===== config.mk =====
export PLATFORM = sky130hd
export DESIGN_NAME = imm_decode
export DESIGN_NICKNAME = d
export VERILOG_FILES = /design/src/hdl/cpu_pkg.sv /design/src/hdl/imm_decode.sv
export SDC_FILE = /design/constraint.sdc
export NUM_CORES = 1
export LEC_CHECK = 0
export BUFFER_PORTS_ARGS = -buffer_cell sky130_fd_sc_hd__buf_4
export CAP_MARGIN = 20
export CELL_PAD_IN_SITES_DETAIL_PLACEMENT = 0
export CELL_PAD_IN_SITES_GLOBAL_PLACEMENT = 1
export CORE_UTILIZATION = 23
export DETAILED_ROUTE_END_ITERATION = 6
export GPL_TIMING_DRIVEN = 1
export PLACE_DENSITY_LB_ADDON = 0.1
export SYNTH_ARGS = -nofsm -noshare
export SYNTH_HDL_FRONTEND = slang
export SYNTH_SLANG_ARGS = --single-unit

===== constraint.sdc =====
create_clock -name vclk -period 3.5
set_input_delay 0.7 -clock vclk [all_inputs]
set_output_delay 0.7 -clock vclk [all_outputs]
set_load 0.05 [all_outputs]

===== src/hdl/cpu_pkg.sv =====
// cpu_pkg: shared widths, opcodes and control encodings for the rv32i core
package cpu_pkg;

    localparam int XLEN       = 32;
    localparam int DMEM_WORDS = 256;  // data memory depth in words
    localparam int DMEM_AW    = 8;    // word index bits

    typedef logic [XLEN-1:0] word_t;  // one data or address word
    typedef logic [4:0]      reg_addr_t;

    localparam word_t RESET_VECTOR = 32'h0000_0000;

    // major opcodes, bits [6:0] of the instruction
    localparam logic [6:0] OP_LUI    = 7'b0110111;
    localparam logic [6:0] OP_AUIPC  = 7'b0010111;
    localparam logic [6:0] OP_JAL    = 7'b1101111;
    localparam logic [6:0] OP_JALR   = 7'b1100111;
    localparam logic [6:0] OP_BRANCH = 7'b1100011;
    localparam logic [6:0] OP_LOAD   = 7'b0000011;
    localparam logic [6:0] OP_STORE  = 7'b0100011;
    localparam logic [6:0] OP_IMM    = 7'b0010011;
    localparam logic [6:0] OP_REG    = 7'b0110011;

    // immediate format
    typedef enum logic [2:0] {
        IMM_I,
        IMM_S,
        IMM_B,
        IMM_U,
        IMM_J
    } imm_sel_e;

    typedef enum logic [3:0] {
        ALU_ADD,
        ALU_SUB,
        ALU_SLL,
        ALU_SRL,
        ALU_SRA,
        ALU_SLT,
        ALU_SLTU,
        ALU_XOR,
        ALU_OR,
        ALU_AND,
        ALU_PASS_B  // lui, immediate straight through
    } alu_op_e;

    typedef enum logic {A_RS1, A_PC} alu_a_sel_e;

    typedef enum logic [1:0] {B_RS2, B_IMM, B_FOUR} alu_b_sel_e;

    // access width, extension chosen by a separate unsigned flag
    typedef enum logic [1:0] {SIZE_B, SIZE_H, SIZE_W} mem_size_e;

    typedef enum logic {WB_ALU, WB_MEM} wb_sel_e;

endpackage


===== src/hdl/imm_decode.sv =====
// imm_decode: gathers and sign-extends the immediate for each format
`timescale 1ns/1ps

module imm_decode (
    input  cpu_pkg::word_t    instr,
    input  cpu_pkg::imm_sel_e imm_sel,
    output cpu_pkg::word_t    imm
);

    always_comb begin
        case (imm_sel)
            cpu_pkg::IMM_S:
                imm = {{20{instr[31]}}, instr[31:25], instr[11:7]};
            cpu_pkg::IMM_B:   // bit 0 always zero
                imm = {{19{instr[31]}}, instr[31], instr[7], instr[30:25],
                       instr[11:8], 1'b0};
            cpu_pkg::IMM_U:   // upper twenty, low bits zero
                imm = {instr[31:12], 12'b0};
            cpu_pkg::IMM_J:
                imm = {{11{instr[31]}}, instr[31], instr[19:12], instr[20],
                       instr[30:21], 1'b0};
            default:          // I format
                imm = {{20{instr[31]}}, instr[31:20]};
        endcase
    end

endmodule


==> metrics.md <==
| Metric | Value |
|---|---|
| Final net count | between 150 and 200 |
| HP Start | instr[27] |
| Max cap viols | 0 |
| Static leakage | 0.5464 nW |
| Final Hold Vio Count | 0 |
| DRC viols | 0 |
| CP Class | primary input to output port |
| Crit-path max FO | 23 |
| Design area | around 1000 sq um |
| Final HPWL DP | around 1500 um |
| Row cnt | 18 |
| Worst hold-check path type | primary input to output port |
| Final setup violation count | 0 |
| Synth cell count leaders | 11 x a21o_1, 8 x a211oi_1, 8 x nor2_1, 8 x nor2b_1, 8 x o22ai_1 |
| DIE AREA | 2780 sq um |
| Routability congestion estimate | 0.6894 |
| Post-route ant nets | 0 |
| GRT overflow | 0 |
| Detailed-route vias per instance | just over 5 |
| RSZ-0062 raised after global routing | no |
| Yosys warns | 0 |
| Status | completed |
| Total track usage | a little over an eighth |
| Worst slew pin tran | between 0.5 and 0.6 ns |
| Chip Width | around 53 um |
| Adder-cell share of the synthesized area | 0% |
| Sequential Area | 0 sq um |
| Via count | around 870 |
| Largest net degree at the start of global routing | 24 |
| Number of global-route vias before repair | 626 |
| First-pass GRT wire length | approximately 2900 um |
| Peak Freq | roughly 370 MHz |
| Top-count cell post-synth | a21o_1 |
| Mapped Cells | 90 |
| Area share of the largest cell type after synthesis | around 14% |
| Synthesized area | between 500 and 600 sq um |
| XOR/XNOR Fraction of Synth Area | 0% |
| Pwr dens | approximately 250 nW/um^2 |
| IO Pins | 67 |
| Fin Hold WS | about 1.8 ns |
| Hold Buf Count CTS | 0 |
| Resize count post-CTS | 0 |
| VDD IR max | around 0.00011 V |
| DR WL/cell | ~12 um |
| Cells along the critical path | buf_4, and3b_1, nor2b_2, a21o_1, buf_4 |
| DRT Pass-1 Iters | 5 |
| Max Slew Vio Count | 0 |
| Worst path most repeated cell | buf_4 |
| Final Cycle Share | 78.27% |
| Register area share after synthesis | 0% |
| ANT cells | 0 |
| Post-synthesis net count | approximately 130 |
| Detailed Route WL | approximately 2100 um |
| Slowest-stage cell, CP | nor2b_2 |
| Die height | about 53 um |
| Post-synth cell types | 25 |
| CP max stage delay | 0.48 ns |
| Area growth syn-to-layout | 71.67% |
| CP arrival | 2.04 ns |
| Largest family of logic cells by synthesized area | compound AO/OA/AOI/OAI gates |
| Startpoint Class | primary input |
| Seq cells | 0 |
| Syn Area/Cell | around 6.6 sq um |
| Layout clock buffers | 0 |
| Multiplexer share of the synthesized area | ~3.4% |
| Number of buffers added on ports | 60 |
| CP startpoint | imm_sel[0] |
| Iteration-0 DRC Markers | 13 |
| Yosys top cell by area | a21o_1 |
| Layout cells sized above 1 | a little under half |
| Worst rel slew slack | between 60% and 70% |
| DP Area | approximately 1000 sq um |
| Simple logic cell fraction of the synthesized area | between 30% and 40% |
| Compound-gate portion of the synthesized area | 47.15% |
| Final min period | 2.740 ns |
| Top cells by area, synth | a21o_1 14%, a211oi_1 10%, nor2b_1 8.5% |
| Required @ worst endpoint | around 2.8 ns |
| Nature of the critical path endpoint | output port |
| Core area | between 2000 and 2500 sq um |
| Initial core utilization | between 20% and 30% |
| Initial antenna violation count | 0 |
| Post-CTS Setup Inserts | 0 |
| TNS Setup | 0 ns |
[power breakdown]
part,switching [mW],internal [mW]
clock,0,0
sequential,0,0
combinational,0.166,0.0856
total,0.166,0.0856
[path summary, 6_finish.rpt]
| check | cells past startpoint | slack, ns | end |
|---|---|---|---|
| worst max-delay path | 5 | 0.76 | imm[22] |
| worst min-delay path | 3 | 1.76 | imm[27] |
[through the flow]
step           utilization [%]  setup slack [ns]  cells  total power, mW
4_1_cts                  41.39            0.7377    169           0.2532
3_5_place_dp             41.39            0.7372    169           0.2524
5_1_grt                  41.39            0.6597    169           0.2643
6_report                 41.39            0.7605    169           0.2517
2_1_floorplan                -            0.4827     90           0.1718
3_3_place_gp             41.39            0.7560    169           0.2506
[kinds of logic after synthesis]
logic type / count (synthesis)
buffers and inverters: 14
and+or+nand+nor: 32
muxes: 2
AOI/OAI and AO/OA: 42
[layer usage]
metal	track usage, %	up-vias	share of wire (%)
met2	24.47	38	51
met1	17.71	396	42
met3	1.159	0	7.1
met4	0	0	0
met5	0	-	0
li1	-	437	-
[cell usage in the layout, fill, tap and decap left out, drive strengths merged]
master,count
buf,61
a21o,11
nor2b,9
o22ai,8
nor2,8
a211oi,8
a21oi,6
o21ai,6
and3b,4
nand2,3
inv,2
nand2b,2
a22o,2
and4bb,2
mux2i,2
nor4bb,1
or3,1
nor3,1
or3b,1
a32oi,1
[critical path, delay by kind of cell]
kind	cells	cell delay, ns
AO/OA/AOI/OAI	1	0.14
buffers and inverters	2	0.37
AND/OR/NAND/NOR	2	0.82
[cell type report]
class                           count  area, sq um
Multi-Input combinational cell     76        513.0
Fill cell                         273         1439
Inverter                            2        7.507
Timing Repair Buffer               61        457.9
Tap cell                           30        37.54
Power figures use the tool's default switching activity.
