## src/hdl/cpu_pkg.sv

```systemverilog
// cpu_pkg: shared widths, opcodes and control encodings for the rv32i core
package cpu_pkg;

    localparam int XLEN       = 32;
    localparam int DMEM_WORDS = 256;  // data memory depth in words
    localparam int DMEM_AW    = 8;    // word index bits

    typedef logic [XLEN-1:0] word_t;  // one data or address word
    typedef logic [4:0]      reg_addr_t;

    localparam word_t RESET_VECTOR = 32'h0000_0000;

    // major opcodes, bits [6:0] of the instruction
    localparam logic [6:0] OP_LUI    = 7'b0110111;
    localparam logic [6:0] OP_AUIPC  = 7'b0010111;
    localparam logic [6:0] OP_JAL    = 7'b1101111;
    localparam logic [6:0] OP_JALR   = 7'b1100111;
    localparam logic [6:0] OP_BRANCH = 7'b1100011;
    localparam logic [6:0] OP_LOAD   = 7'b0000011;
    localparam logic [6:0] OP_STORE  = 7'b0100011;
    localparam logic [6:0] OP_IMM    = 7'b0010011;
    localparam logic [6:0] OP_REG    = 7'b0110011;

    // immediate format
    typedef enum logic [2:0] {
        IMM_I,
        IMM_S,
        IMM_B,
        IMM_U,
        IMM_J
    } imm_sel_e;

    typedef enum logic [3:0] {
        ALU_ADD,
        ALU_SUB,
        ALU_SLL,
        ALU_SRL,
        ALU_SRA,
        ALU_SLT,
        ALU_SLTU,
        ALU_XOR,
        ALU_OR,
        ALU_AND,
        ALU_PASS_B  // lui, immediate straight through
    } alu_op_e;

    typedef enum logic {A_RS1, A_PC} alu_a_sel_e;

    typedef enum logic [1:0] {B_RS2, B_IMM, B_FOUR} alu_b_sel_e;

    // access width, extension chosen by a separate unsigned flag
    typedef enum logic [1:0] {SIZE_B, SIZE_H, SIZE_W} mem_size_e;

    typedef enum logic {WB_ALU, WB_MEM} wb_sel_e;

endpackage

```

## src/hdl/register_file.sv

```systemverilog
// register_file: 32 x 32 integer registers, two async reads, one sync write
`timescale 1ns/1ps

module register_file (
    input  logic               clk,
    input  cpu_pkg::reg_addr_t raddr_a,
    input  cpu_pkg::reg_addr_t raddr_b,
    input  cpu_pkg::reg_addr_t waddr,
    input  cpu_pkg::word_t     wdata,
    input  logic               wen,
    output cpu_pkg::word_t     rdata_a,
    output cpu_pkg::word_t     rdata_b
);

    cpu_pkg::word_t regs [32];

    always_ff @(posedge clk) begin
        if (wen && waddr != 5'd0) begin  // x0 never stored
            regs[waddr] <= wdata;
        end
    end

    // x0 forced to zero on both ports
    assign rdata_a = (raddr_a == 5'd0) ? '0 : regs[raddr_a];
    assign rdata_b = (raddr_b == 5'd0) ? '0 : regs[raddr_b];

endmodule

```

## config.mk

```make
export PLATFORM = sky130hd
export DESIGN_NAME = register_file
export DESIGN_NICKNAME = d
export VERILOG_FILES = /design/src/hdl/cpu_pkg.sv /design/src/hdl/register_file.sv
export SDC_FILE = /design/constraint.sdc
export NUM_CORES = 1
export LEC_CHECK = 0
export BUFFER_PORTS_ARGS = -buffer_cell sky130_fd_sc_hd__buf_2
export CAP_MARGIN = 20
export CORE_UTILIZATION = 35
export CTS_CLUSTER_SIZE = 14
export DETAILED_ROUTE_END_ITERATION = 8
export PLACE_DENSITY = 0.51
export SYNTH_ARGS = -nofsm -noshare
export SYNTH_HDL_FRONTEND = slang
export SYNTH_SLANG_ARGS = --single-unit
```

## constraint.sdc

```tcl
create_clock -name clk -period 3.8 [get_ports clk]
set_clock_uncertainty 0.15 [all_clocks]
set_input_delay 0.76 -clock clk [delete_from_list [all_inputs] [get_ports clk]]
set_output_delay 0.76 -clock clk [all_outputs]
set_load 0.005 [all_outputs]
```

==> parameters.txt <==
Parameter                              Value

STA
  Unrepaired setup endpoints after global routing ... false
  Maximum clock rate ... 0.263 GHz
  Slew at the pin closest to its max-slew limit ... 1.11 ns
  Slew Limit Headroom ... 26.0%
  Final worst hold slack ... 0.372 ns
  Total negative setup slack ... -0.00808 ns
  Number of max-slew violations in the final report ... 0
  Setup violations, final ... 1
  Ratio of final minimum period to clock period ... 100%
  Final Worst Setup Slack ... -0.00808 ns
  Time the final worst path needs with I/O delays and setup ... 3.81 ns
  Hold Violations, Final ... 0

Synth
  Number of synthesized register bits ... 1024
  Most numerous cell in the Yosys netlist ... edfxtp_1
  Number of enable-type register cells in the synthesized netlist ... 1024
  Post-synthesis instance area ... 47900 um^2
  Synth Instances ... 2564
  Ys async rst share ... 0%
  Portion of synthesized cell area occupied by the leading cell type ... 64.2%
  Share of synthesized area occupied by flip-flops and latches ... 64.2%
  Ys Warns ... 0
  Top cells by count, synth ... 1024 x edfxtp_1, 320 x mux2i_1, 298 x mux4_2
  Average footprint of a synthesized cell ... 18.7 um^2
  Top_reg_cell synth ... edfxtp_1
  Cell taking the most area after synthesis ... edfxtp_1
  Distinct cell type count of the synthesized netlist ... 38
  Synth top area cells ... edfxtp_1 64%, mux4_2 14%, mux2i_1 6.7%, mux4_1 3.0%, mux2_2 1.5%

Global route
  First-pass GRT wire length ... 235 mm
  Number of antenna violations at the first check in global routing ... 4
  Global-route usage over all layers ... 24.5%
  Vias in the first global route ... 30100
  Pin count of the biggest net entering global routing ... 61
  Grt ovf ... 0

Clock tree
  Number of buffers on the longest clock path ... 3
  Clock transition time at the flip-flop clock pins of the worst setup and hold paths ... 0.06 ns
  Count of hold buffers inserted by post-cts repair ... 0
  Clock sink count ... 1024
  Root cell of the clock tree ... clkbuf_16
  TritonCTS clock tree ... yes
  Number of buffers created by CTS ... 109
  H-tree level count ... 3

Pwr
  Worst ir drop on vdd ... 350 uV
  Post-layout total power ... 25.9 mW
  Net switching power figure ... 6.09 mW
  Part of the total power dissipated in the clock network ... 41.6%
  Portion of total power attributed to combinational logic ... 9.5%
  Leak Pwr ... 18.6 nW
  Sequential power share ... 49.0%
  Switching share of power ... 23.5%
  Int Power ... 19.8 mW
  Total power density per cell area ... 459 nW/um^2

Setup path
  CP Cell Sequence ... buf_8 > buf_12 > buf_4 > mux2i_1 > a221oi_1 > o21ai_0 > a311oi_2 > buf_4 > buf_2
  Worst stage delay on the critical path ... 0.50 ns
  Max FO, Critical Path ... 27
  Critical Path Slowest Stage Cell ... a311oi_2
  Arrival time at the worst endpoint ... 2.90 ns
  Cell mode on critical path ... buf_4
  Critical Path Sink Type ... primary output
  Category of the critical setup timing path ... input port to primary output
  Kind of start point of the critical path ... input port
  CP Data Required Time ... 2.89 ns

Floorplanning
  Die W ... 372 um
  Standard-cell row count ... 135
  Height of the chip ... 372 um
  Boundary Pins ... 113
  Full die area ... 138000 um^2
  Core area ... 136000 um^2
  Effective utilization at floorplan ... 35.3%

Final layout
  Post-Layout Cell Count ... 4713
  Area growth from synthesis to final layout ... 17.8%
  Largest reg by FF count ... regs
  Total Nets Final ... 2889
  Largest registers ... regs: 1024 flops
  Ratio of cells with drive above 1 in the final layout ... 32.8%
  Number of flip-flops in the largest register ... 1024
  Post-route design area ... 56400 um^2

Placement
  Cell Area, Placed ... 52700 um^2
  Global placement routability congestion ... 0.818
  Number of port buffers ... 112
  HPWL Detailed ... 97.5 mm
  DP Cell Count ... 4507

Outcome
  Failing checks ... setup timing
  Run status ... complete, but fails checks

Hold path
  Worst hold start ... wdata[12]
  Min-delay worst type ... input port to register
  Hold path cells ... 1
  Worst Hold Endpoint ... regs[3][12]$_DFFE_PP_

Route
  Number of antenna-violating nets in the routed design ... 0
  WL met1 ... 70.1 mm
  Detailed-routing iteration count for the pre-antenna-repair pass ... 6
  Wire per inst ... 36.2 um
  Highest layer used for signal routing ... met5
  Initial DRC count ... 3594
  Wire length on met2 ... 80.6 mm
  Detailed-route wire length ... 171 mm
  Vias per std cell ... 6.26
  Met3 Routed Length ... 14.5 mm
  Total vias in the final route ... 29500
  Residual DRC ... 0

Run
  Max-capacitance violation count ... 0
[stage by stage]
step                utilization, %  setup slack, ns
floorplan                        -            0.470
global placement              38.9           -0.155
detailed placement            38.9           -0.157
CTS                           41.5          0.00308
global route                  41.6          0.00277
finish                        41.6         -0.00808
[per-layer routing]
layer | up-vias | track usage (%)
met5 | - | 0
li1 | 11600 | -
met1 | 16000 | 33.4
met2 | 1616 | 39.2
met3 | 290 | 4.84
met4 | 2 | 8.33
[cells by family (layout without fill, tap and decap cells)]
group           Yosys count  count (layout)  synth area share (%)
mux                     736             736                  25.1
buf+inv                 218             551                  2.44
other cells               1              36               0.00782
compound gates          375             375                  6.09
flops                  1024            1024                  64.2
simple gates            210             210                  2.17
[worst max path at each step]
stage / startpoint / end / depth (start not counted) / slack (ns)
finish: raddr_a[2] / rdata_a[17] / 9 / -0.008
global route: raddr_b[0] / rdata_b[19] / 8 / 0.003
CTS: raddr_a[0] / rdata_a[12] / 8 / 0.003
global placement: raddr_a[1] / rdata_a[10] / 7 / -0.15
detailed placement: raddr_a[1] / rdata_a[10] / 7 / -0.16
floorplan: waddr[1] / regs[12][0]$_DFFE_PP_ / 3 / 0.47
[power groups by stage]
| stage | clock network, mW | registers [mW] | logic [mW] |
|---|---|---|---|
| final | 10.8 | 12.7 | 2.46 |
| after global routing | 11.3 | 12.7 | 2.57 |
| after CTS | 10.9 | 12.7 | 2.45 |
| after detailed placement | 0 | 12.9 | 2.43 |
| after global placement | 0 | 12.9 | 2.41 |
| after floorplan | 0 | 12.9 | 1.30 |
[cells in the final DEF (no fill, tap or decap), types with 11 or more instances in the layout]
master / instances
clkbuf_1: 11
a221oi_1: 36
nand4_1: 32
nand2_1: 83
buf_12: 76
nor2_4: 33
bufinv_16: 13
a211oi_1: 60
clkbuf_16: 110
buf_4: 159
conb_1: 32
clkinv_1: 22
mux4_2: 298
a21oi_1: 32
mux2_2: 64
a221oi_2: 19
buf_2: 105
mux2i_1: 320
a311oi_1: 24
nor2b_1: 32
clkinv_2: 27
a22oi_1: 64
o21ai_0: 49
mux4_1: 54
edfxtp_1: 1024
o221ai_1: 64
[cell type report]
class	count	area, um^2
fill	11800	79200
sequential	1024	30700
multi-input combinational	1353	16500
timing repair buffer	350	3370
clock buffer	121	2790
tap	1781	2230
clock inverter	78	782
inverter	2	10.0
antenna	4	10.0
[repair_timing]
action                                  in CTS  in global routing
setup buffers                                0                  3
resized for setup                            8                 11
endpoints found under the setup margin       7                 11
pin swaps                                    0                  2
[critical path: cells and delay by family]
family,cells,cell delay (ns)
buffers and inverters,5,1.02
AO/OA/AOI/OAI,3,0.96
multiplexers,1,0.10
No activity file was read; power rests on OpenSTA's default activity.
