`src/hdl/cpu_pkg.sv`:
```
// cpu_pkg: shared widths, opcodes and control encodings for the rv32i core
package cpu_pkg;

    localparam int XLEN       = 32;
    localparam int DMEM_WORDS = 256;  // data memory depth in words
    localparam int DMEM_AW    = 8;    // word index bits

    typedef logic [XLEN-1:0] word_t;  // one data or address word
    typedef logic [4:0]      reg_addr_t;

    localparam word_t RESET_VECTOR = 32'h0000_0000;

    // major opcodes, bits [6:0] of the instruction
    localparam logic [6:0] OP_LUI    = 7'b0110111;
    localparam logic [6:0] OP_AUIPC  = 7'b0010111;
    localparam logic [6:0] OP_JAL    = 7'b1101111;
    localparam logic [6:0] OP_JALR   = 7'b1100111;
    localparam logic [6:0] OP_BRANCH = 7'b1100011;
    localparam logic [6:0] OP_LOAD   = 7'b0000011;
    localparam logic [6:0] OP_STORE  = 7'b0100011;
    localparam logic [6:0] OP_IMM    = 7'b0010011;
    localparam logic [6:0] OP_REG    = 7'b0110011;

    // immediate format
    typedef enum logic [2:0] {
        IMM_I,
        IMM_S,
        IMM_B,
        IMM_U,
        IMM_J
    } imm_sel_e;

    typedef enum logic [3:0] {
        ALU_ADD,
        ALU_SUB,
        ALU_SLL,
        ALU_SRL,
        ALU_SRA,
        ALU_SLT,
        ALU_SLTU,
        ALU_XOR,
        ALU_OR,
        ALU_AND,
        ALU_PASS_B  // lui, immediate straight through
    } alu_op_e;

    typedef enum logic {A_RS1, A_PC} alu_a_sel_e;

    typedef enum logic [1:0] {B_RS2, B_IMM, B_FOUR} alu_b_sel_e;

    // access width, extension chosen by a separate unsigned flag
    typedef enum logic [1:0] {SIZE_B, SIZE_H, SIZE_W} mem_size_e;

    typedef enum logic {WB_ALU, WB_MEM} wb_sel_e;

endpackage

```
`src/hdl/pc_unit.sv`:
```
// pc_unit: program counter register and next-pc adder
`timescale 1ns/1ps

module pc_unit (
    input  logic           clk,
    input  logic           rst,
    input  cpu_pkg::word_t rs1_data,
    input  cpu_pkg::word_t imm,
    input  logic           pc_a_imm,
    input  logic           pc_b_rs1,
    output cpu_pkg::word_t pc,
    output cpu_pkg::word_t dnpc
);

    cpu_pkg::word_t offset;
    cpu_pkg::word_t base;
    cpu_pkg::word_t sum;

    assign offset = pc_a_imm ? imm : 32'd4;
    assign base   = pc_b_rs1 ? rs1_data : pc;
    assign sum    = base + offset;

    // jalr target has bit 0 cleared
    assign dnpc = pc_b_rs1 ? {sum[31:1], 1'b0} : sum;

    always_ff @(posedge clk) begin
        if (rst) begin
            pc <= cpu_pkg::RESET_VECTOR;
        end else begin
            pc <= dnpc;  // every edge, no stall
        end
    end

endmodule

```
`config.mk`:
```
export PLATFORM = sky130hd
export DESIGN_NAME = pc_unit
export DESIGN_NICKNAME = d
export VERILOG_FILES = /design/src/hdl/cpu_pkg.sv /design/src/hdl/pc_unit.sv
export SDC_FILE = /design/constraint.sdc
export NUM_CORES = 1
export LEC_CHECK = 0
export ABC_AREA = 0
export BUFFER_PORTS_ARGS = -buffer_cell sky130_fd_sc_hd__buf_4
export CAP_MARGIN = 5
export CORE_UTILIZATION = 45
export DETAILED_ROUTE_END_ITERATION = 12
export GPL_TIMING_DRIVEN = 0
export MAX_ROUTING_LAYER = met4
export PLACE_DENSITY = 0.75
export SLEW_MARGIN = 20
export SYNTH_ARGS = -nofsm -noshare
export SYNTH_HDL_FRONTEND = slang
export SYNTH_SLANG_ARGS = --single-unit
```
`constraint.sdc`:
```
create_clock -name clk -period 3 [get_ports clk]
set_clock_uncertainty 0.1 [all_clocks]
set_input_delay 0.15 -clock clk [delete_from_list [all_inputs] [get_ports clk]]
set_output_delay 0.15 -clock clk [all_outputs]
set_load 0.1 [all_outputs]
```
==> flow_summary_export.csv <==
group,metric,value,unit
status,status,"finished, violations left",
logic_synthesis,ys.flop_type,"dfxtp_1",
logic_synthesis,synthArstFlopShare,0,%
layout,final_layout_size_suffix_gt1_share,63.0,%
grt,overflow,0,
hold_path,min_from,"pc_b_rs1",
power_and_ir_drop,ir_worst_vdd,730,uV
drt,wl_per_cell,19.7,um
worst_setup_path,cp-start-kind,"flop",
worst_setup_path,required,2.75,ns
worst_setup_path,path_class,"flop to primary output",
clock_network,cts_hold_buf,0,
layout,area_growth,92.0,%
grt,grt_pass1_wl,17400,um
layout,largest_register_ffs,32,
sta,fin_crit_sh,115,%
grt,grt_pass1_vias,3702,
layout,multiInputGateArea,3540,um^2
die,die_h,86.8,um
die,start_util,47.1,%
worst_setup_path,setup.worst_path.start,"pc[11]$_SDFF_PP0_",
worst_setup_path,crit_buf_inv,2,
drt,vias,3809,
layout,num_antenna_cells,0,
power_and_ir_drop,p_sw,2.66,mW
sta,setup_violations,23,
logic_synthesis,yosysTopAreaCell,"dfxtp_1",
sta,slew-limit-headroom,56.7,%
logic_synthesis,syn-instance-count,382,
clock_network,clock_sinks,32,
die,fp.dieW,86.8,um
worst_setup_path,crit_fanout,5,
worst_setup_path,cpPeakStageDelay,0.35,ns
power_and_ir_drop,p_sw_share,57.8,%
hold_path,hold_path.class,"primary input to flop",
power_and_ir_drop,p_int,1.94,mW
worst_setup_path,r2r_start,"pc[11]$_SDFF_PP0_",
drt,drt_first_pass_iters,5,
power_and_ir_drop,clkPwrFrac,8.2,%
worst_setup_path,critPathCaptureType,"primary output",
job,maxCapViolations,0,
power_and_ir_drop,seq_power_share,12.3,%
drt,postRouteAntennaNets,0,
sta,min_period,3.46,ns
placed_design,port_buffers,130,
worst_setup_path,worstPathArrival,3.21,ns
sta,fin_ws,-0.461,ns
logic_synthesis,postSynthAreaPerCell,8.47,um^2
sta,timing_hold_violations_final,0,
clock_network,cts_tree,"done",
logic_synthesis,synthesis.nets,482,
worst_setup_path,crit_family,"compound AO/OA/AOI/OAI gates",
power_and_ir_drop,power,4.60,mW
drt,drc,0,
clock_network,clk_pin_slew_worst_paths,0.09,ns
clock_network,root_buffer,"clkbuf_8",
placed_design,hpwl,8120,um
die,die-area,7540,um^2
logic_synthesis,synth_warnings,0,
sta,maxSlewViolCount,0,
grt,grt_max_degree,11,
placed_design,gp_congestion,0.914,
sta,fmax,289,MHz
layout,regArea,727,um^2
drt,wl,12900,um
clock_network,clk_latency,0.30,ns
status,failed_checks,"setup timing",
die,core,6870,um^2
drt,drt-initial-drc-count,250,
logic_synthesis,ys_seq_elements,32,
logic_synthesis,synth_enable_flop_cells,0,
die,pin_count,132,
power_and_ir_drop,pwr-share-comb,79.5,%
sta,setup-tns-final,-4.04,ns
logic_synthesis,ys_types,45,
sta,tightest_slew,0.650,ns
clock_network,numCtsBuffers,5,
die,num_rows,30,
drt,via_per_inst,5.83,
logic_synthesis,synth-seq-area-share,19.8,%
clock_network,clockBufferDepth,2,
layout,final_cell_mix,"138 x buf_4, 32 x nor2b_1, 31 x and2_1, 28 x mux2_2, 23 x a21oi_1",
worst_setup_path,critPathSlowestCell,"dfxtp_4",
layout,top_register,"pc",
clock_network,htreeDepth,2,
worst_setup_path,cp_cell_sequence,"mux2_4 > ha_4 > nand4_1 > nor3_2 > a32oi_2 > a211oi_1 > nor2b_2 > buf_4 > o31ai_4 > xor2_4 > buf_12",
layout,fin_nets,656,
sta,whs,0.0993,ns
sta,rsz0062_at_grt,"true",
power_and_ir_drop,pwr_density_cell,740,nW/um^2
layout,fillers,284,
logic_synthesis,synth_top_area_share,19.8,%
layout,final_common_cell,"buf_4",
layout,reg_top3,"pc x32",
grt,grt_use_total,30.6,%
logic_synthesis,syn_area,3240,um^2
power_and_ir_drop,p_leak,2.75,nW
grt,antenna_found_initial,0,
logic_synthesis,ys_top_cells_by_area,"dfxtp_1 20%, mux2_2 14%, ha_1 12%",
## worst reg2reg max path, cell delays in order, from the launching register on
cell and delay (ns):
dfxtp_4 0.35, mux2_4 0.28, ha_4 0.32, nand4_1 0.24
nor3_2 0.29, a32oi_2 0.10, a211oi_1 0.33, nor2b_2 0.13
buf_4 0.17, o31ai_4 0.33, buf_4 0.18, mux2_2 0.32
## repair_timing
action | in CTS | in global routing
pin swaps | 27 | 24
endpoints found under the hold margin | 0 | 0
resized for setup | 86 | 37
setup endpoints to repair | 30 | 29
cloned | 0 | 0
setup buffers | 23 | 20
## synth_stat cells (all sizes together) (2+ instances only)
library cell / instances
a211oi: 4
xor2: 13
nand3: 5
ha: 31
nor2b: 34
a2111oi: 2
o21bai: 4
and2: 32
dfxtp: 32
a21boi: 2
a21o: 14
o211ai: 4
a31oi: 7
mux2: 40
o21ai: 21
a21oi: 33
clkbuf: 15
xnor2: 18
nand4: 5
o31ai: 2
nand2: 19
inv: 5
a211o: 2
nor2: 15
and3: 4
nor3: 2
buf: 6
## stage by stage
| stage | std cells | setup slack, ns | util [%] | cell area [um^2] |
|---|---|---|---|---|
| finish | 653 | -0.461 | 90.5 | 6210 |
| global route | 653 | -0.517 | 90.5 | 6210 |
| CTS | 639 | -0.265 | 86.5 | 5940 |
| detailed placement | 608 | -0.568 | 76.8 | 5270 |
| global placement | 608 | -0.508 | 76.8 | 5270 |
| floorplan | 382 | -0.346 | - | 4180 |
## final timing paths
check	end	cells past startpoint	slack, ns
min reg2reg	pc[1]$_SDFF_PP0_	3	0.78
min	pc[0]$_SDFF_PP0_	3	0.1
max reg2reg	pc[30]$_SDFF_PP0_	11	-0.25
max	dnpc[30]	11	-0.46
## cell families (layout without fill, tap and decap cells)
kind of cell | Yosys count | after routing | synth area share, %
AO/OA/AOI/OAI | 102 | 102 | 21.6
XOR/XNOR | 31 | 31 | 8.39
adder cells (fa/ha/maj) | 32 | 32 | 12.6
buffers and inverters | 26 | 201 | 3.21
flip-flops | 32 | 32 | 19.8
multiplexers | 41 | 41 | 14.3
AND/OR/NAND/NOR | 118 | 118 | 20.1
## cell type report
class | count | share of cell area (%)
buffer | 19 | 2.62
sequential | 32 | 11.7
inverter | 5 | 0.302
multi-input combinational | 324 | 57.0
clock inverter | 2 | 0.161
clock buffer | 6 | 1.33
tap | 96 | 1.93
timing repair buffer | 169 | 24.9
## power by group through the flow
stage               sequential, mW  clock [mW]  combinational (mW)
floorplan                     1.13           0                2.02
global placement             0.567           0                3.09
global route                 0.573       0.397                3.76
detailed placement           0.571           0                3.12
CTS                          0.562       0.378                3.46
finish                       0.566       0.375                3.66
## layer usage
metal  global-route usage (%)  share of wire [%]
met1                     34.2                 37
met2                     55.7                 53
met3                     4.29                6.4
met4                     9.85                3.3
met5                        -                  0
Note: power is estimated with default switching activity, not from simulation.
