### src/hdl/cpu_pkg.sv
// cpu_pkg: shared widths, opcodes and control encodings for the rv32i core
package cpu_pkg;

    localparam int XLEN       = 32;
    localparam int DMEM_WORDS = 256;  // data memory depth in words
    localparam int DMEM_AW    = 8;    // word index bits

    typedef logic [XLEN-1:0] word_t;  // one data or address word
    typedef logic [4:0]      reg_addr_t;

    localparam word_t RESET_VECTOR = 32'h0000_0000;

    // major opcodes, bits [6:0] of the instruction
    localparam logic [6:0] OP_LUI    = 7'b0110111;
    localparam logic [6:0] OP_AUIPC  = 7'b0010111;
    localparam logic [6:0] OP_JAL    = 7'b1101111;
    localparam logic [6:0] OP_JALR   = 7'b1100111;
    localparam logic [6:0] OP_BRANCH = 7'b1100011;
    localparam logic [6:0] OP_LOAD   = 7'b0000011;
    localparam logic [6:0] OP_STORE  = 7'b0100011;
    localparam logic [6:0] OP_IMM    = 7'b0010011;
    localparam logic [6:0] OP_REG    = 7'b0110011;

    // immediate format
    typedef enum logic [2:0] {
        IMM_I,
        IMM_S,
        IMM_B,
        IMM_U,
        IMM_J
    } imm_sel_e;

    typedef enum logic [3:0] {
        ALU_ADD,
        ALU_SUB,
        ALU_SLL,
        ALU_SRL,
        ALU_SRA,
        ALU_SLT,
        ALU_SLTU,
        ALU_XOR,
        ALU_OR,
        ALU_AND,
        ALU_PASS_B  // lui, immediate straight through
    } alu_op_e;

    typedef enum logic {A_RS1, A_PC} alu_a_sel_e;

    typedef enum logic [1:0] {B_RS2, B_IMM, B_FOUR} alu_b_sel_e;

    // access width, extension chosen by a separate unsigned flag
    typedef enum logic [1:0] {SIZE_B, SIZE_H, SIZE_W} mem_size_e;

    typedef enum logic {WB_ALU, WB_MEM} wb_sel_e;

endpackage

### src/hdl/control_unit.sv
// control_unit: opcode decode into datapath selects plus branch resolution
`timescale 1ns/1ps

module control_unit (
    input  logic [6:0]              opcode,
    input  logic [2:0]              funct3,
    input  logic                    funct7_b5,  // instr bit 30
    input  logic                    less,
    input  logic                    zero,
    output logic                    reg_wen,
    output cpu_pkg::imm_sel_e       imm_sel,
    output cpu_pkg::alu_op_e        alu_op,
    output cpu_pkg::alu_a_sel_e     alu_a_sel,
    output cpu_pkg::alu_b_sel_e     alu_b_sel,
    output logic                    mem_read,
    output logic                    mem_write,
    output cpu_pkg::mem_size_e      mem_size,
    output logic                    mem_unsigned,
    output cpu_pkg::wb_sel_e        wb_sel,
    output logic                    pc_a_imm,   // offset is imm, else 4
    output logic                    pc_b_rs1    // base is rs1, else pc
);

    always_comb begin
        // defaults act as a nop: no writes, pc + 4
        reg_wen      = 1'b0;
        imm_sel      = cpu_pkg::IMM_I;
        alu_op       = cpu_pkg::ALU_ADD;
        alu_a_sel    = cpu_pkg::A_RS1;
        alu_b_sel    = cpu_pkg::B_RS2;
        mem_read     = 1'b0;
        mem_write    = 1'b0;
        mem_size     = cpu_pkg::SIZE_W;
        mem_unsigned = 1'b0;
        wb_sel       = cpu_pkg::WB_ALU;
        pc_a_imm     = 1'b0;
        pc_b_rs1     = 1'b0;

        case (opcode)
            cpu_pkg::OP_LUI: begin
                reg_wen   = 1'b1;
                imm_sel   = cpu_pkg::IMM_U;
                alu_op    = cpu_pkg::ALU_PASS_B;
                alu_b_sel = cpu_pkg::B_IMM;
            end
            cpu_pkg::OP_AUIPC: begin
                reg_wen   = 1'b1;
                imm_sel   = cpu_pkg::IMM_U;
                alu_a_sel = cpu_pkg::A_PC;
                alu_b_sel = cpu_pkg::B_IMM;
            end
            cpu_pkg::OP_JAL, cpu_pkg::OP_JALR: begin
                reg_wen   = 1'b1;      // link = pc + 4 through the alu
                alu_a_sel = cpu_pkg::A_PC;
                alu_b_sel = cpu_pkg::B_FOUR;
                pc_a_imm  = 1'b1;
                pc_b_rs1  = (opcode == cpu_pkg::OP_JALR);
                imm_sel   = (opcode == cpu_pkg::OP_JALR) ? cpu_pkg::IMM_I : cpu_pkg::IMM_J;
            end
            cpu_pkg::OP_BRANCH: begin
                imm_sel = cpu_pkg::IMM_B;
                case (funct3)
                    3'b000: begin alu_op = cpu_pkg::ALU_SUB;  pc_a_imm = zero;  end // beq
                    3'b001: begin alu_op = cpu_pkg::ALU_SUB;  pc_a_imm = ~zero; end // bne
                    3'b100: begin alu_op = cpu_pkg::ALU_SLT;  pc_a_imm = less;  end // blt
                    3'b101: begin alu_op = cpu_pkg::ALU_SLT;  pc_a_imm = ~less; end // bge
                    3'b110: begin alu_op = cpu_pkg::ALU_SLTU; pc_a_imm = less;  end // bltu
                    3'b111: begin alu_op = cpu_pkg::ALU_SLTU; pc_a_imm = ~less; end // bgeu
                    default: pc_a_imm = 1'b0;  // reserved, falls through
                endcase
            end
            cpu_pkg::OP_LOAD, cpu_pkg::OP_STORE: begin
                alu_b_sel    = cpu_pkg::B_IMM;  // addr = rs1 + imm
                mem_unsigned = funct3[2];       // lbu / lhu
                case (funct3[1:0])
                    2'b00:   mem_size = cpu_pkg::SIZE_B;
                    2'b01:   mem_size = cpu_pkg::SIZE_H;
                    default: mem_size = cpu_pkg::SIZE_W;
                endcase
                if (opcode == cpu_pkg::OP_LOAD) begin
                    reg_wen  = 1'b1;
                    mem_read = 1'b1;
                    wb_sel   = cpu_pkg::WB_MEM;
                end else begin
                    imm_sel   = cpu_pkg::IMM_S;
                    mem_write = 1'b1;
                end
            end
            cpu_pkg::OP_IMM, cpu_pkg::OP_REG: begin
                reg_wen   = 1'b1;
                alu_b_sel = (opcode == cpu_pkg::OP_REG) ? cpu_pkg::B_RS2 : cpu_pkg::B_IMM;
                case (funct3)
                    // bit 30 means sub only for register ops, addi has imm bits there
                    3'b000: alu_op = (opcode == cpu_pkg::OP_REG && funct7_b5) ?
                                     cpu_pkg::ALU_SUB : cpu_pkg::ALU_ADD;
                    3'b001: alu_op = cpu_pkg::ALU_SLL;
                    3'b010: alu_op = cpu_pkg::ALU_SLT;
                    3'b011: alu_op = cpu_pkg::ALU_SLTU;
                    3'b100: alu_op = cpu_pkg::ALU_XOR;
                    3'b101: alu_op = funct7_b5 ? cpu_pkg::ALU_SRA : cpu_pkg::ALU_SRL;
                    3'b110: alu_op = cpu_pkg::ALU_OR;
                    default: alu_op = cpu_pkg::ALU_AND;
                endcase
            end
            default: ;  // fence, system and unknown leave defaults
        endcase
    end

endmodule

### config.mk
export PLATFORM = sky130hd
export DESIGN_NAME = control_unit
export DESIGN_NICKNAME = d
export VERILOG_FILES = /design/src/hdl/cpu_pkg.sv /design/src/hdl/control_unit.sv
export SDC_FILE = /design/constraint.sdc
export NUM_CORES = 1
export LEC_CHECK = 0
export ABC_AREA = 1
export BUFFER_PORTS_ARGS = -buffer_cell sky130_fd_sc_hd__buf_2
export CAP_MARGIN = 15
export CORE_AREA = 2 2 39 41
export DETAILED_ROUTE_END_ITERATION = 16
export DIE_AREA = 0 0 41 43
export PLACE_DENSITY = 0.71
export SYNTH_ARGS = -nofsm -noshare
export SYNTH_HDL_FRONTEND = slang
export SYNTH_SLANG_ARGS = --single-unit
### constraint.sdc
create_clock -name vclk -period 0.8
set_input_delay 0.08 -clock vclk [all_inputs]
set_output_delay 0.08 -clock vclk [all_outputs]
set_load 0.02 [all_outputs]
==> results by group, run 1 <==
Run status
  – Status: finished, violations left
  – Failing checks: setup timing

STA
  – Worst slew pin tran: 0.269 ns
  – Final min period: 1.07 ns
  – Final setup margin: -0.272 ns
  – Final TNS setup: -3.38 ns
  – RSZ-0062 raised after global routing: true
  – Crit share post-route: 1.34
  – Max-slew headroom: 0.820
  – F_max: 0.933 GHz
  – Max Slew Vio Count: 0
  – Final hold violations: 0
  – Final setup viols: 18

Setup path
  – CP max stage delay: 0.28 ns
  – CP Cell Sequence: buf_8 > nor3_4 > nand4_1 > nor2_4 > buf_6
  – WP buf/inv: 2
  – Crit path depth: 5
  – Critical Path End: mem_size[0]
  – Worst Setup SP: opcode[3]
  – CP top delay family: simple AND/OR/NAND/NOR gates
  – Critical path fanouts, max: 4
  – Critical Path RT: 0.72 ns
  – CP max-delay cell: nor3_4
  – Startpoint Class: input pin
  – CP arrival: 0.99 ns
  – Worst Setup End Kind: primary output
  – Critical path type: in -> out

GRT
  – Largest net degree at the start of global routing: 9
  – Vias in the first global route: 684
  – Total track usage: 0.255
  – Initial antenna violation count: 0
  – Total gr overflow: 0
  – First-pass GRT wire length: 3.18 mm

Min path
  – HP Class: in -> out
  – Worst hold start: opcode[5]

Power
  – Tot Pwr: 0.423 mW
  – Leakage power: 0.561 nW
  – Pwr dens: 376 mW/mm^2
  – Peak supply drop: 0.245 mV

Placement
  – HPWL Detailed: 1.09 mm
  – IO Port Bufs: 32
  – GPL Wtd Cong: 0.725

Yosys
  – Synth top area cells: nand2_1 (22%), nand3_1 (11%), nor2_1 (11%)
  – Sequential share of the synthesized area: 0
  – Most common cell in the netlist: nand2_1
  – Yosys cell types: 19
  – Biggest area consumer among synthesized cells: nand2_1
  – Syn nets: 96
  – Syn_area_per_cell: 4.84 um^2
  – Cell Area, Synth: 402 um^2
  – Ys Warns: 0
  – Post-Syn Instances: 83
  – Share of the synthesized area in the top cell type: 0.224
  – Synth cell count leaders: nand2_1 (24), nor2_1 (12), inv_1 (10)

Die
  – Initial Util: 0.290
  – Number of top-level pins: 32
  – Die extent in x: 41 um
  – Core area: 0.00138 mm^2
  – Die Y: 43 um
  – Die area: 0.00176 mm^2
  – Site Rows: 14

Routing
  – Total Wirelength: 2.45 mm
  – # DRC: 0
  – Final ANT Viol Nets: 0
  – Avg WL per Cell: 16.4 um
  – Vias: 787
  – Iter 0 DRT Violations: 27
  – DR vias/cell: 5.28
  – DR pass1 iterations: 4

Final layout
  – FF+latch count: 0
  – Number of antenna diodes: 0
  – Share of cells above drive strength 1: 0.759
  – Post-Route Utilization: 0.813
  – Synthesis-to-layout area growth: 180%
  – Register area: 0 um^2
  – Clock Buffer Count: 0
  – Area of the multi-input gates: 531 um^2
  – Fill cells: 64
  – Final nets: 148

Job
  – Max-cap viol count: 0

Clocking
  – Hold-fix buffers, CTS: 0
## cell type report
cell class / instances / share of cell area
tap: 16 / 0.0178
inverter: 13 / 0.0567
multi-input combinational: 67 / 0.472
timing repair buffer: 53 / 0.454
## what timing repair did
| item | 4_1_cts | 5_1_grt |
|---|---|---|
| setup buffers | 4 | 1 |
| pin swaps | 16 | 15 |
| gates resized for setup | 82 | 20 |
| endpoints found under the setup margin | 19 | 19 |
## how the worst min path moves through the flow
stage,end,cells past startpoint
finish,reg_wen,3
global placement,reg_wen,3
detailed placement,reg_wen,3
CTS,reg_wen,3
floorplan,mem_read,1
global route,reg_wen,3
## where the power goes
group          leakage, nW  internal, mW  switching (mW)
Combinational        0.561         0.200           0.223
Sequential               0             0               0
Clock                    0             0               0
## placed cells by master, fill, tap and decap left out
cell      count
a21oi_1       1
buf_2         6
buf_4        18
buf_6        24
buf_8         5
inv_1         3
inv_2         5
inv_4         4
inv_6         1
nand2_1      11
nand2_2      12
nand2_4       3
nand2_8       1
nand3_1       3
nand3_2       4
nand3_4       2
nand4_1       4
nor2_1        6
nor2_4        9
nor3_2        1
nor3_4        2
o211ai_1      2
o21ai_0       2
o21ai_2       2
o21bai_4      1
o31ai_2       1
## kinds of logic after synthesis
family	Yosys count	synth area share
buffers and inverters	16	0.171
AND/OR/NAND/NOR	58	0.682
AO/OA/AOI/OAI	9	0.146
## routing by layer
metal	GRT usage	share of wire
met5	0	0
met1	0.339	0.42
met2	0.447	0.50
met3	0.0157	0.052
met4	0.0133	0.029
## metrics by stage
step | setup slack [ns] | instances | hold WS, ns | instance area, um^2
final | -0.272 | 149 | 0.492 | 1120
after global routing | -0.332 | 149 | 0.498 | 1120
after CTS | -0.181 | 148 | 0.500 | 1050
after detailed placement | -0.321 | 144 | 0.517 | 739
after global placement | -0.288 | 144 | 0.513 | 739
after floorplan | -0.127 | 83 | 0.194 | 459
(Power assumes the default switching activity.)
==> run 2, diff against run 1 <==
--- a/config.mk
+++ b/config.mk
@@ -12,6 +12,7 @@
 export DETAILED_ROUTE_END_ITERATION = 16
 export DIE_AREA = 0 0 41 43
 export PLACE_DENSITY = 0.71
+export REMOVE_ABC_BUFFERS = 1
 export SYNTH_ARGS = -nofsm -noshare
 export SYNTH_HDL_FRONTEND = slang
 export SYNTH_SLANG_ARGS = --single-unit
==> run 2 against run 1 <==
  * Count of clock-buffer cells in the layout is the same
  * Global-route usage down 5.9 points
  * The run still ends with setup timing left
  * Combinational power fell by 20%
  * Maximum frequency increased by 1.9%
  * Hold slack better by 0.050 ns
  * Non-clock buffer count fell by 4
  * First-iteration DRC count decreased by 3.7%
  * Flip-flop and latch count is the same
  * Wire length shrank 19%
  * Setup slack improved by 0.020 ns
  * Core utilization shrank 15 points
  * Largest cell class unchanged
  * Sequential share of layout area stayed put
==> results by group, run 2 (synthesis gave the netlist of run 1 again) <==
Run status
  – Status: finished, violations left
  – Failing checks: setup timing

Power
  – Switch Pwr: 0.186 mW
  – Internal power: 0.154 mW
  – Leakage power: 0.501 nW
  – Combinational Power Share: 1.000
  – Peak supply drop: 0.238 mV
  – Fraction of power spent switching nets: 0.547
  – Clock power frac: 0
  – Pwr dens: 370 mW/mm^2
  – Share of power burned in registers: 0

Setup path
  – Critical path fanouts, max: 3
  – Startpoint Class: input pin
  – Critical path type: in -> out
  – Worst Setup End Kind: primary output
  – Critical Path RT: 0.72 ns
  – CP arrival: 0.97 ns

GRT
  – Vias in the first global route: 604
  – Initial antenna violation count: 0
  – First-pass GRT wire length: 2.53 mm
  – Total gr overflow: 0
  – Largest net degree at the start of global routing: 10
  – Total track usage: 0.196

Routing
  – # DRC: 0
  – DR vias/cell: 5.12
  – Total Wirelength: 1.97 mm
  – Vias: 743
  – Iter 0 DRT Violations: 26
  – DR pass1 iterations: 4
  – Final ANT Viol Nets: 0
  – Avg WL per Cell: 13.6 um

Placement
  – IO Port Bufs: 32
  – GPL Wtd Cong: 0.806
  – HPWL Detailed: 1.11 mm
  – Dpl cell area: 652 um^2
  – Pre-CTS setup slack: -0.270 ns

STA
  – Final hold violations: 0
  – Crit share post-route: 1.32
  – RSZ-0062 raised after global routing: true
  – F_max: 0.950 GHz
  – Max Slew Vio Count: 0
  – Max-slew headroom: 0.839
  – Final min period: 1.05 ns
  – Final setup viols: 18
  – Final setup margin: -0.253 ns
  – Worst slew pin tran: 0.240 ns

Die
  – Initial Util: 0.290
  – Die area: 0.00176 mm^2
  – Number of top-level pins: 32
  – Site Rows: 14
  – Core area: 0.00138 mm^2
  – Die Y: 43 um
  – Die extent in x: 41 um

Min path
  – Hold depth: 4
  – HP Class: in -> out

Final layout
  – Final nets: 144
  – Area of the multi-input gates: 434 um^2
  – Commonest cells after routing, fill and taps aside: buf_4 (23), nand2_1 (20), buf_6 (11)
  – Post-route cell area: 917 um^2
  – Share of cells above drive strength 1: 0.620
  – Commonest non-fill, non-tap cell in the layout: buf_4
  – Clock Buffer Count: 0
  – Synthesis-to-layout area growth: 128%
  – FF+latch count: 0
  – Number of antenna diodes: 0
  – Fill cells: 122
  – Register area: 0 um^2

Job
  – Max-cap viol count: 0
-- run 2: area by class of cell --
type	count	share of cell area
timing repair buffer	49	0.443
tap	16	0.0218
multi-input combinational	67	0.473
inverter	13	0.0614
-- run 2: stage by stage --
step | util | hold slack (ns) | TNS, ns | total power, mW | instances
6_report | 0.663 | 0.542 | -3.21 | 0.339 | 145
5_1_grt | 0.663 | 0.578 | -4.06 | 0.363 | 145
4_1_cts | 0.568 | 0.546 | -2.53 | 0.270 | 141
3_5_place_dp | 0.471 | 0.573 | -3.70 | 0.226 | 140
3_3_place_gp | 0.471 | 0.578 | -3.35 | 0.222 | 140
2_1_floorplan | - | 0.249 | -1.53 | 0.103 | 80
-- run 2: worst paths after layout --
check / slack, ns / from / end
max: -0.25 / opcode[2] / alu_b_sel[0]
min: 0.54 / opcode[2] / mem_size[1]
-- run 2: power by group through the flow --
stage | combinational, mW | sequential [mW] | clock, mW
after floorplan | 0.103 | 0 | 0
final | 0.339 | 0 | 0
after detailed placement | 0.226 | 0 | 0
after global routing | 0.363 | 0 | 0
after CTS | 0.270 | 0 | 0
after global placement | 0.222 | 0 | 0
-- run 2: layer usage --
layer	track usage	share of wire	wire length, um
met5	0	0	0
met1	0.254	0.36	719
met4	0.0333	0.019	37
met3	0.0105	0.043	85
met2	0.341	0.57	1130
-- run 2: what timing repair did --
item | 4_1_cts | 5_1_grt
pin swaps | 3 | 7
endpoints found under the hold margin | 0 | 0
resized for setup | 38 | 33
hold buffers | 0 | 0
endpoints found under the setup margin | 19 | 19
buffers inserted | 1 | 4
-- run 2: worst max-delay path, cell delays in order --
cell	delay, ns
buf_8	0.08
inv_2	0.05
nor2_4	0.17
inv_2	0.08
nor2_4	0.13
nand2_2	0.11
o211ai_1	0.10
buf_4	0.17
